**config.mk**
```make
export PLATFORM = sky130hd
export DESIGN_NAME = attn_row_top
export DESIGN_NICKNAME = d
export VERILOG_FILES = /design/src/source/attn_pkg.sv /design/src/source/token_intake.sv /design/src/source/expmul_stage.sv /design/src/source/row_accumulator.sv /design/src/source/result_emitter.sv /design/src/source/attn_row_top.sv
export VERILOG_INCLUDE_DIRS = /design/src /design/src/source
export SDC_FILE = /design/constraint.sdc
export NUM_CORES = 2
export LEC_CHECK = 0
export ABC_AREA = 1
export BUFFER_PORTS_ARGS = -buffer_cell sky130_fd_sc_hd__buf_2
export CORE_MARGIN = 2
export CORE_UTILIZATION = 40
export CTS_CLUSTER_DIAMETER = 120
export DETAILED_ROUTE_END_ITERATION = 8
export PLACE_DENSITY = 0.65
export SYNTH_ARGS = -nofsm -noshare
export SYNTH_HDL_FRONTEND = slang
export SYNTH_HIERARCHICAL = 1
export SYNTH_SLANG_ARGS = --single-unit
```
**constraint.sdc**
```tcl
create_clock -name clk -period 12.11 [get_ports clk]
set_clock_uncertainty 0.15 [all_clocks]
set_input_delay 2.422 -clock clk [delete_from_list [all_inputs] [get_ports clk]]
set_output_delay 2.422 -clock clk [all_outputs]
set_load 0.01 [all_outputs]
```
**src/source/attn_cfg.svh**
```systemverilog
// --------------------------------------------------
// Lane count and fixed-point widths for the row datapath
// Lanes are Q9.17 and scores Q4.4
// --------------------------------------------------
`ifndef ATTN_CFG_SVH
`define ATTN_CFG_SVH

// Value lanes per token, not counting the denominator lane
`define VEC_LANES 4

// Lane width and its fractional bits
`define LANE_W 26
`define LANE_FRAC 17

// Score width in Q4.4
`define SCORE_W 8

`endif

```
**src/source/attn_pkg.sv**
```systemverilog
// --------------------------------------------------
// Shared datapath types for the row accumulator
// Widths follow attn_cfg.svh
// --------------------------------------------------
`default_nettype none
`include "attn_cfg.svh"

package attn_pkg;

    // Q4.4 attention score
    typedef logic signed [`SCORE_W-1:0] score_t;

    // Q5.4 score difference, one guard bit over the score
    typedef logic signed [`SCORE_W:0] diff_t;

    // Q6.4 approximation of d * log2(e)
    typedef logic signed [`SCORE_W+1:0] log2e_t;

    // Right-shift amount L, saturates at 31
    typedef logic [4:0] shift_t;

    // One Q9.17 lane
    typedef logic signed [`LANE_W-1:0] lane_t;

    // Value lanes plus the denominator lane on top
    typedef lane_t [`VEC_LANES:0] lane_vec_t;

    // Accumulator control
    typedef enum logic [1:0] {
        IDLE,
        BUSY,
        HAND_OFF
    } acc_state_t;

endpackage

`default_nettype wire

```
**src/source/token_intake.sv**
```systemverilog
// --------------------------------------------------
// One-entry token buffer that tracks the row maximum
// The top input lane is ignored and replaced by 1.0
// --------------------------------------------------
`default_nettype none
`include "attn_cfg.svh"

module token_intake
    import attn_pkg::*;
(
    input  wire logic      clk,
    input  wire logic      rst,
    input  wire logic      in_valid,
    output logic           in_ready,
    input  wire score_t    in_score,
    input  wire lane_vec_t in_value,
    input  wire logic      in_last,
    output logic           tok_valid,
    input  wire logic      tok_ready,
    output score_t         tok_score,
    output score_t         tok_max_old,
    output score_t         tok_max_new,
    output lane_vec_t      tok_value,
    output logic           tok_first,
    output logic           tok_last
);

    // 1.0 in Q9.17 for the denominator lane
    localparam lane_t LANE_ONE = lane_t'(1) <<< `LANE_FRAC;

    logic      row_open;
    score_t    row_max;
    logic      take;
    logic      first;
    score_t    max_new;
    lane_vec_t value_in;

    // Empty, or the held token leaves this cycle
    assign in_ready = !tok_valid || tok_ready;
    assign take = in_valid && in_ready;

    // No token of the current row seen yet
    assign first = !row_open;

    // Signed compare of Q4.4 scores
    assign max_new = (first || (in_score > row_max)) ? in_score : row_max;

    always_comb begin
        value_in = in_value;
        value_in[`VEC_LANES] = LANE_ONE;
    end

    always_ff @(posedge clk) begin
        if (rst) begin
            tok_valid <= 1'b0;
            row_open <= 1'b0;
        end else if (take) begin
            tok_valid <= 1'b1;
            // Last token closes the row so the next one restarts the max
            row_open <= !in_last;
        end else if (tok_ready) begin
            tok_valid <= 1'b0;
        end
    end

    always_ff @(posedge clk) begin
        if (take) begin
            tok_score <= in_score;
            // On a first token both maxima equal the score
            tok_max_old <= first ? in_score : row_max;
            tok_max_new <= max_new;
            tok_value <= value_in;
            tok_first <= first;
            tok_last <= in_last;
            row_max <= max_new;
        end
    end

endmodule

`default_nettype wire

```
**src/source/expmul_stage.sv**
```systemverilog
// --------------------------------------------------
// Two-cycle v * exp(a - b) with a shift-only exp
// Expects a <= b so that L stays in 0..31
// --------------------------------------------------
`default_nettype none
`include "attn_cfg.svh"

module expmul_stage
    import attn_pkg::*;
(
    input  wire logic      clk,
    input  wire logic      rst,
    input  wire logic      vld_in,
    output logic           rdy_out,
    output logic           vld_out,
    input  wire logic      rdy_in,
    input  wire score_t    a_in,
    input  wire score_t    b_in,
    input  wire lane_vec_t v_in,
    output lane_vec_t      v_out
);

    score_t    a_q;
    score_t    b_q;
    lane_vec_t v_s1;
    lane_vec_t v_s2;
    logic      s1_valid;
    logic      s2_valid;
    logic      s2_ready;
    logic      s1_load;
    logic      s2_load;
    diff_t     diff;
    log2e_t    t_val;
    log2e_t    l_round;
    shift_t    l_next;
    shift_t    l_q;

    // Stage 2 takes when empty or when the consumer drains it
    assign s2_ready = !s2_valid || rdy_in;
    assign rdy_out = !s1_valid || s2_ready;
    assign vld_out = s2_valid;
    assign s1_load = vld_in && rdy_out;
    assign s2_load = s1_valid && s2_ready;

    // Q5.4 difference of two Q4.4 scores
    assign diff = diff_t'(a_q) - diff_t'(b_q);

    // d * log2(e) as d + d/2 - d/16 in Q6.4
    assign t_val = log2e_t'(diff) + log2e_t'(diff >>> 1) - log2e_t'(diff >>> 4);

    // L = -t rounded half up to an integer
    assign l_round = (log2e_t'(8) - t_val) >>> 4;

    // Clamp into the 5-bit shift range
    always_comb begin
        if (l_round < 0) begin
            l_next = '0;
        end else if (l_round > 31) begin
            l_next = shift_t'(31);
        end else begin
            l_next = l_round[4:0];
        end
    end

    always_ff @(posedge clk) begin
        if (rst) begin
            s1_valid <= 1'b0;
        end else if (s1_load) begin
            s1_valid <= 1'b1;
        end else if (s2_ready) begin
            s1_valid <= 1'b0;
        end
    end

    always_ff @(posedge clk) begin
        if (s1_load) begin
            a_q <= a_in;
            b_q <= b_in;
            v_s1 <= v_in;
        end
    end

    always_ff @(posedge clk) begin
        if (rst) begin
            s2_valid <= 1'b0;
        end else if (s2_load) begin
            s2_valid <= 1'b1;
        end else if (rdy_in) begin
            s2_valid <= 1'b0;
        end
    end

    always_ff @(posedge clk) begin
        if (s2_load) begin
            l_q <= l_next;
            v_s2 <= v_s1;
        end
    end

    // Arithmetic barrel shift floors toward minus infinity
    always_comb begin : barrel_shift
        lane_t x;
        for (int i = 0; i <= `VEC_LANES; i++) begin
            x = v_s2[i];
            if (l_q[4]) x = x >>> 16;
            if (l_q[3]) x = x >>> 8;
            if (l_q[2]) x = x >>> 4;
            if (l_q[1]) x = x >>> 2;
            if (l_q[0]) x = x >>> 1;
            v_out[i] = x;
        end
    end

endmodule

`default_nettype wire

```
**src/source/row_accumulator.sv**
```systemverilog
// --------------------------------------------------
// Rescale-and-add recurrence over one softmax row
// One token in flight and lane sums wrap at LANE_W bits
// --------------------------------------------------
`default_nettype none
`include "attn_cfg.svh"

module row_accumulator
    import attn_pkg::*;
(
    input  wire logic      clk,
    input  wire logic      rst,
    input  wire logic      tok_valid,
    output logic           tok_ready,
    input  wire score_t    tok_score,
    input  wire score_t    tok_max_old,
    input  wire score_t    tok_max_new,
    input  wire lane_vec_t tok_value,
    input  wire logic      tok_first,
    input  wire logic      tok_last,
    output logic           res_valid,
    input  wire logic      res_ready,
    output lane_vec_t      res_value
);

    acc_state_t state;
    lane_vec_t  acc;
    logic       last_q;
    logic       take;
    logic       rdy_tok;
    logic       rdy_acc;
    logic       vld_tok;
    logic       vld_acc;
    logic       sum_valid;
    logic       pipe_ready;
    lane_vec_t  acc_in;
    lane_vec_t  tok_scaled;
    lane_vec_t  acc_scaled;
    lane_vec_t  sum;

    // New tokens only while idle
    assign tok_ready = (state == IDLE) && rdy_tok && rdy_acc;
    assign take = tok_valid && tok_ready;

    // Start of row sees an empty accumulator
    assign acc_in = tok_first ? '0 : acc;

    // Both units run in lockstep
    assign sum_valid = vld_tok && vld_acc;
    assign pipe_ready = (state == BUSY) && sum_valid;

    assign res_valid = (state == HAND_OFF);
    assign res_value = acc;

    // Token weight exp(score - new max)
    expmul_stage u_tok_scale (
        .clk     (clk),
        .rst     (rst),
        .vld_in  (take),
        .rdy_out (rdy_tok),
        .vld_out (vld_tok),
        .rdy_in  (pipe_ready),
        .a_in    (tok_score),
        .b_in    (tok_max_new),
        .v_in    (tok_value),
        .v_out   (tok_scaled)
    );

    // Running sum rescaled by exp(old max - new max)
    expmul_stage u_acc_scale (
        .clk     (clk),
        .rst     (rst),
        .vld_in  (take),
        .rdy_out (rdy_acc),
        .vld_out (vld_acc),
        .rdy_in  (pipe_ready),
        .a_in    (tok_max_old),
        .b_in    (tok_max_new),
        .v_in    (acc_in),
        .v_out   (acc_scaled)
    );

    always_comb begin
        for (int i = 0; i <= `VEC_LANES; i++) begin
            sum[i] = tok_scaled[i] + acc_scaled[i];
        end
    end

    always_ff @(posedge clk) begin
        if (rst) begin
            state <= IDLE;
            last_q <= 1'b0;
        end else begin
            case (state)
                IDLE: begin
                    if (take) begin
                        state <= BUSY;
                        last_q <= tok_last;
                    end
                end
                BUSY: begin
                    // Sum lands at E+2
                    if (sum_valid) begin
                        state <= last_q ? HAND_OFF : IDLE;
                    end
                end
                HAND_OFF: begin
                    if (res_ready) begin
                        state <= IDLE;
                    end
                end
                default: state <= IDLE;
            endcase
        end
    end

    // Finished row stays in acc until handed off, then clears
    always_ff @(posedge clk) begin
        if (pipe_ready) begin
            acc <= sum;
        end else if (res_valid && res_ready) begin
            acc <= '0;
        end
    end

endmodule

`default_nettype wire

```
**src/source/result_emitter.sv**
```systemverilog
// --------------------------------------------------
// Output register holding one finished row result
// --------------------------------------------------
`default_nettype none

module result_emitter
    import attn_pkg::*;
(
    input  wire logic      clk,
    input  wire logic      rst,
    input  wire logic      res_valid,
    output logic           res_ready,
    input  wire lane_vec_t res_value,
    output logic           out_valid,
    input  wire logic      out_ready,
    output lane_vec_t      out_value
);

    logic take;

    // Room when empty or the held row leaves now
    assign res_ready = !out_valid || out_ready;
    assign take = res_valid && res_ready;

    always_ff @(posedge clk) begin
        if (rst) begin
            out_valid <= 1'b0;
        end else if (take) begin
            out_valid <= 1'b1;
        end else if (out_ready) begin
            out_valid <= 1'b0;
        end
    end

    // Held stable while the consumer stalls
    always_ff @(posedge clk) begin
        if (take) begin
            out_value <= res_value;
        end
    end

endmodule

`default_nettype wire

```
**src/source/attn_row_top.sv**
```systemverilog
// --------------------------------------------------
// Streaming softmax row accumulator without the final divide
// Top lane of out_value is the denominator
// --------------------------------------------------
`default_nettype none

module attn_row_top
    import attn_pkg::*;
(
    input  wire logic      clk,
    input  wire logic      rst,
    input  wire logic      in_valid,
    output logic           in_ready,
    input  wire score_t    in_score,
    input  wire lane_vec_t in_value,
    input  wire logic      in_last,
    output logic           out_valid,
    input  wire logic      out_ready,
    output lane_vec_t      out_value
);

    logic      tok_valid;
    logic      tok_ready;
    score_t    tok_score;
    score_t    tok_max_old;
    score_t    tok_max_new;
    lane_vec_t tok_value;
    logic      tok_first;
    logic      tok_last;
    logic      res_valid;
    logic      res_ready;
    lane_vec_t res_value;

    token_intake u_intake (
        .clk         (clk),
        .rst         (rst),
        .in_valid    (in_valid),
        .in_ready    (in_ready),
        .in_score    (in_score),
        .in_value    (in_value),
        .in_last     (in_last),
        .tok_valid   (tok_valid),
        .tok_ready   (tok_ready),
        .tok_score   (tok_score),
        .tok_max_old (tok_max_old),
        .tok_max_new (tok_max_new),
        .tok_value   (tok_value),
        .tok_first   (tok_first),
        .tok_last    (tok_last)
    );

    row_accumulator u_accum (
        .clk         (clk),
        .rst         (rst),
        .tok_valid   (tok_valid),
        .tok_ready   (tok_ready),
        .tok_score   (tok_score),
        .tok_max_old (tok_max_old),
        .tok_max_new (tok_max_new),
        .tok_value   (tok_value),
        .tok_first   (tok_first),
        .tok_last    (tok_last),
        .res_valid   (res_valid),
        .res_ready   (res_ready),
        .res_value   (res_value)
    );

    result_emitter u_emit (
        .clk       (clk),
        .rst       (rst),
        .res_valid (res_valid),
        .res_ready (res_ready),
        .res_value (res_value),
        .out_valid (out_valid),
        .out_ready (out_ready),
        .out_value (out_value)
    );

endmodule

`default_nettype wire

```
Yosys cells after proc, flatten, opt, wreduce, memory -nomap -nowiden
Cells that the tools add are included.
{"block": "word_totals", "out_inout_bits": 132, "wordCells": 184, "in_bits": 143, "regBits": 910}
{"block": "op_classes", "n_mux": 72, "add_sub_neg": 13, "eq_ne": 5, "order_cmp": 5, "n_reduce_logical": 37}
{"cell": "two-way mux 25 bit", "count": 49}
{"cell": "two-way mux 130 bit", "count": 2}
{"cell": "adder 26 bit", "count": 5}
{"cell": "adder 9 x 8 -> 10 bit", "count": 2}
{"cell": "subtractor 10 x 5 -> 10 bit", "count": 2}
{"cell": "subtractor 5 x 10 -> 10 bit, first input constant", "count": 2}
{"cell": "two-way mux 18 bit", "count": 1}
{"cell": "subtractor 8 x 8 -> 9 bit", "count": 2}
{"cell": "two-way mux 8 bit", "count": 2}
{"cell": "nonzero test 2 bit", "count": 7}
{"cell": "> comparator 6 bit, second input constant", "count": 2}
{"cell": "less-than comparator 6 x 1 -> 1 bit, second input constant", "count": 2}
{"cell": "logical AND 1 bit", "count": 11}
{"cell": "two-way mux 1 bit", "count": 11}
{"cell": "two-way mux 5 bit", "count": 2}
{"cell": "> comparator 8 bit", "count": 1}
{"cell": "logical NOT 1 bit", "count": 8}
{"cell": "two-way mux 2 bit", "count": 4}
{"cell": "logical OR 1 bit", "count": 7}
{"cell": "case mux 2 bit (3 select lines)", "count": 1}
{"cell": "inequality test 2 bit, second input constant", "count": 2}
{"cell": "AND reduction 2 bit", "count": 2}
{"cell": "AND reduction 3 bit", "count": 1}
{"cell": "== test 2 x 1 -> 1 bit, second input constant", "count": 1}
{"cell": "3 further kinds", "count": 3}

Logic depth before layout (Yosys ltp)
{"block": "depth", "ltp_word": 9, "mapped_depth": 26, "ltp_nobuf": 26}

Modules after synthesis
The synthesis kept the hierarchy.
{"module": "expmul_stage at u_accum.u_acc_scale", "cells_per_inst": 1800, "area_per_inst_um2": 15900.2, "n_inst": 1}
{"module": "expmul_stage at u_accum.u_tok_scale", "cells_per_inst": 1793, "area_per_inst_um2": 15896.5, "n_inst": 1}
{"module": "row_accumulator", "cells_per_inst": 2421, "area_per_inst_um2": 14378.8, "n_inst": 1}
{"module": "token_intake", "cells_per_inst": 225, "area_per_inst_um2": 4503.1, "n_inst": 1}
{"module": "result_emitter", "cells_per_inst": 136, "area_per_inst_um2": 3951.3, "n_inst": 1}

Worst setup path after synthesis
OpenSTA, ideal clock, no wires.
{"block": "synth_path", "path_kind": "input to register", "start": "input out_ready", "end": "register u_emit/out_value[0] (netlist bit) (enable)", "arrival_time_ns": 8.647, "setup_slack_ns": 2.650, "setup_time_ns": 0.663, "required_ns": 11.297, "stages": 2, "cell_sequence": "inv_2 > a21oi_1"}
{"block": "synth_via", "elab_chain_len": 2}
{"element": "start, declared", "line": "attn_row_top.sv:18", "source": "input wire logic out_ready,"}
{"element": "logical OR 1 bit", "line": "result_emitter.sv:22", "source": "assign res_ready = !out_valid || out_ready;"}
{"element": "logical AND 1 bit", "line": "result_emitter.sv:23", "source": "assign take = res_valid && res_ready;"}
{"element": "via u_emit.take", "line": "result_emitter.sv:19", "source": "logic take;"}
{"element": "end signal, assigned", "line": "result_emitter.sv:38", "source": "out_value <= res_value;"}
{"element": "end, declared", "line": "result_emitter.sv:16", "source": "output lane_vec_t out_value"}
The timed path passes the listed nets, and every way through them passes these cells.
A chain may end at the register's enable or synchronous reset.

==> run summary <==
Synth top area share: 52.3%
PD cells: 194 nW/um^2
leakage power: 26.3 nW
Post CTS Setup Buffer Count: 0
GRT Total Usage: 21.1%
die area: 140000 um^2
Nets: 6826
DRC violations left: 0
Max Clk Rate: 180 MHz
Slew headroom: 25.1%
CP endpoint kind: flop
post-synthesis cell count: 6375
share of layout cells above drive strength 1: 8.07%
hold buffer count at cts: 0
Max VDD drop: 0.113 mV
CTS tree: yes
Setup crit start kind: flop
min cycle time layout: 5560 ps
height of the die: 374 um
Fin. Hold Viols: 0
Req. time, crit path: 12450 ps
sequential-to-total area share from yosys stat: 52.7%
commonest cells after routing, fill and taps aside: nand2_1 (2111), edfxtp_1 (952), inv_1 (652)
first-pass GRT wire length: 229000 um
Rows: 135
antenna viol nets, final: 0
async set or reset register ratio after synthesis: 0%
post-route setup TNS: 0 ps
Placeable Area: 135000 um^2
RSZ-0062 raised after global routing: no
clk_lat worst skew: 730 ps
clock buffer depth: 3
Clock Pin Slew Worst Setup and Hold Paths: 60 ps
Pins Over Slew Limit: 0
chip width: 374 um
initial antenna violation count: 3
Post-synth EDFFs: 952
Yosys warning total: 6
DR WL/cell: 17.9 um
CTS Buf Count: 102
# H-tree levels: 3
Crit Path Max Fanout: 79
clock root buffer: clkbuf_16
Final period util: 45.9%
CTS resizes: 0
slew of the pin with the lowest slew margin: 1110 ps
outcome: finished, final reports clean
Via-to-Cell Ratio: 5.10
hpwl dp: 111000 um
iteration-0 DRC count of the detailed router: 4309
Netlist cell types: 50
vias in the first global route: 38.5k
Syn Std Cell Area: 54600 um^2
RePlAce Congestion: 0.956
#FFs+latches synth: 962
DRT Pass-1 Iters: 6
clk sink count: 962
largest net degree at the start of global routing: 136
n_diodes: 0
port buffer count: 248
final core occ: 44.4%
most common cell after layout, fill and taps aside: nand2_1
Ports: 275
routed vias: 42.6k
Hold Crit Class: reg -> reg
largest cells by area after synthesis: edfxtp_1 (52%), nand2_1 (15%), inv_1 (4.5%)
CP arrival: 5900 ps
Max Cap Violations: 0
synthesis-to-finish area growth: 10.1%
Setup Viol. Count Final: 0
DRT Wirelength: 150000 um
syn_area_per_cell: 8.57 um^2
Synth area leader: edfxtp_1
ys flop type: edfxtp_1
kind of critical path: reg -> reg
Starting Density: 40.3%
grt ovf: 0
final cells by class:
type | instances | area, um^2
well taps | 1781 | 2230
fillers | 13300 | 75300
inverters | 669 | 2540
flip-flops and latches | 962 | 28800
repair buffers | 293 | 1590
multi-input cells | 4457 | 21700
clock inverters | 63 | 619
clock buffers | 122 | 2670
metal layers:
metal	track usage, %	wire length, um	vias to the layer above
met5	0	0	-
met4	4.74	2470	0
met3	2.75	8980	144
met2	32.6	66100	1292
met1	31.4	72000	19800
li1	-	-	21300
path summary, 6_finish.rpt:
check	endpoint	slack (ps)	start	cells after the start
hold / removal	u_accum/u_acc_scale/v_s2[75]$_DFFE_PP_	240	u_accum/u_acc_scale/v_s1[75]$_DFFE_PP_	0
setup reg to reg	u_accum/res_value[34]$_SDFFCE_PN0P_	6550	u_accum/u_tok_scale/l_q[3]$_SDFFCE_PN0P_	19
hold reg to reg	u_accum/u_acc_scale/v_s2[75]$_DFFE_PP_	240	u_accum/u_acc_scale/v_s1[75]$_DFFE_PP_	0
setup / recovery	u_accum/res_value[34]$_SDFFCE_PN0P_	6550	u_accum/u_tok_scale/l_q[3]$_SDFFCE_PN0P_	19
synth_stat cells, types with 9 or more instances:
master	n
buf_2	89
xnor2_1	16
buf_6	32
or2_0	13
nor2_2	9
edfxtp_1	952
a21oi_1	276
fa_1	11
o21a_1	13
buf_1	28
o21bai_1	16
clkbuf_1	107
nand2_1	2112
o21ai_1	252
nand4_1	11
a32oi_1	15
dfxtp_1	10
a31oi_2	9
nor3_1	30
o21ai_2	11
nand2_2	15
buf_4	50
mux2i_1	90
o21ai_0	261
ha_1	187
a31oi_1	101
inv_2	10
nor2_1	585
inv_1	657
nand3_1	343
critical path, stage by stage (launching register included):
cell      delay, ps
edfxtp_1        320
buf_4           600
inv_4           480
buf_4           490
nand3_1         220
nand2_1          70
nor2_1           90
a31oi_1          80
nand2_1         110
nand2_1          60
o21ai_0         860
inv_1           160
fa_1            500
inv_1           100
nand3_1          70
nand2_1         190
nand2_1          70
nand2_1         130
o21ai_0          90
a21oi_1         390
report_power, final:
part           internal [mW]  switching, mW
clock                   1.75           1.31
combinational           1.43           3.28
sequential              3.85         0.0686
state kept, by name (all words and copies together) (netlist names), 8 cells and up:
register	flops
u_accum/u_tok_scale/v_s2	130
u_accum/u_tok_scale/b_q	8
u_intake/tok_value	104
u_accum/u_tok_scale/v_s1	130
u_accum/u_tok_scale/a_q	8
u_accum/u_acc_scale/v_s2	130
u_emit/out_value	130
u_intake/tok_max_old	8
u_accum/u_acc_scale/v_s1	130
u_accum/u_acc_scale/b_q	8
u_intake/row_max	8
u_accum/res_value	130
u_intake/tok_score	8
u_accum/u_acc_scale/a_q	8
per-stage QoR:
step / instances / cell area, um^2 / setup slack (ps) / hold WS (ps) / total power, mW
global placement: 8162 / 56800 / 6650 / 250 / 8.59
global route: 8347 / 60100 / 6190 / 251 / 12.5
floorplan: 6399 / 54700 / 2650 / 250 / 7.45
finish: 8347 / 60100 / 6550 / 241 / 11.7
CTS: 8347 / 60100 / 6660 / 248 / 11.7
detailed placement: 8162 / 56800 / 6670 / 255 / 8.62
cells by family (layout without fill, tap and decap cells):
family | after synthesis | in the layout | synth area share [%]
other | 2 | 26 | 0.0137
and+or+nand+nor | 3143 | 3143 | 22.9
muxes | 90 | 90 | 1.65
AOI/OAI and AO/OA | 976 | 976 | 9.80
buffers and inverters | 980 | 1147 | 7.87
DFF | 962 | 962 | 52.7
adders and majority gates | 198 | 198 | 4.69
xor gates and xnor gates | 24 | 24 | 0.399
Power figures use the tool's default switching activity.
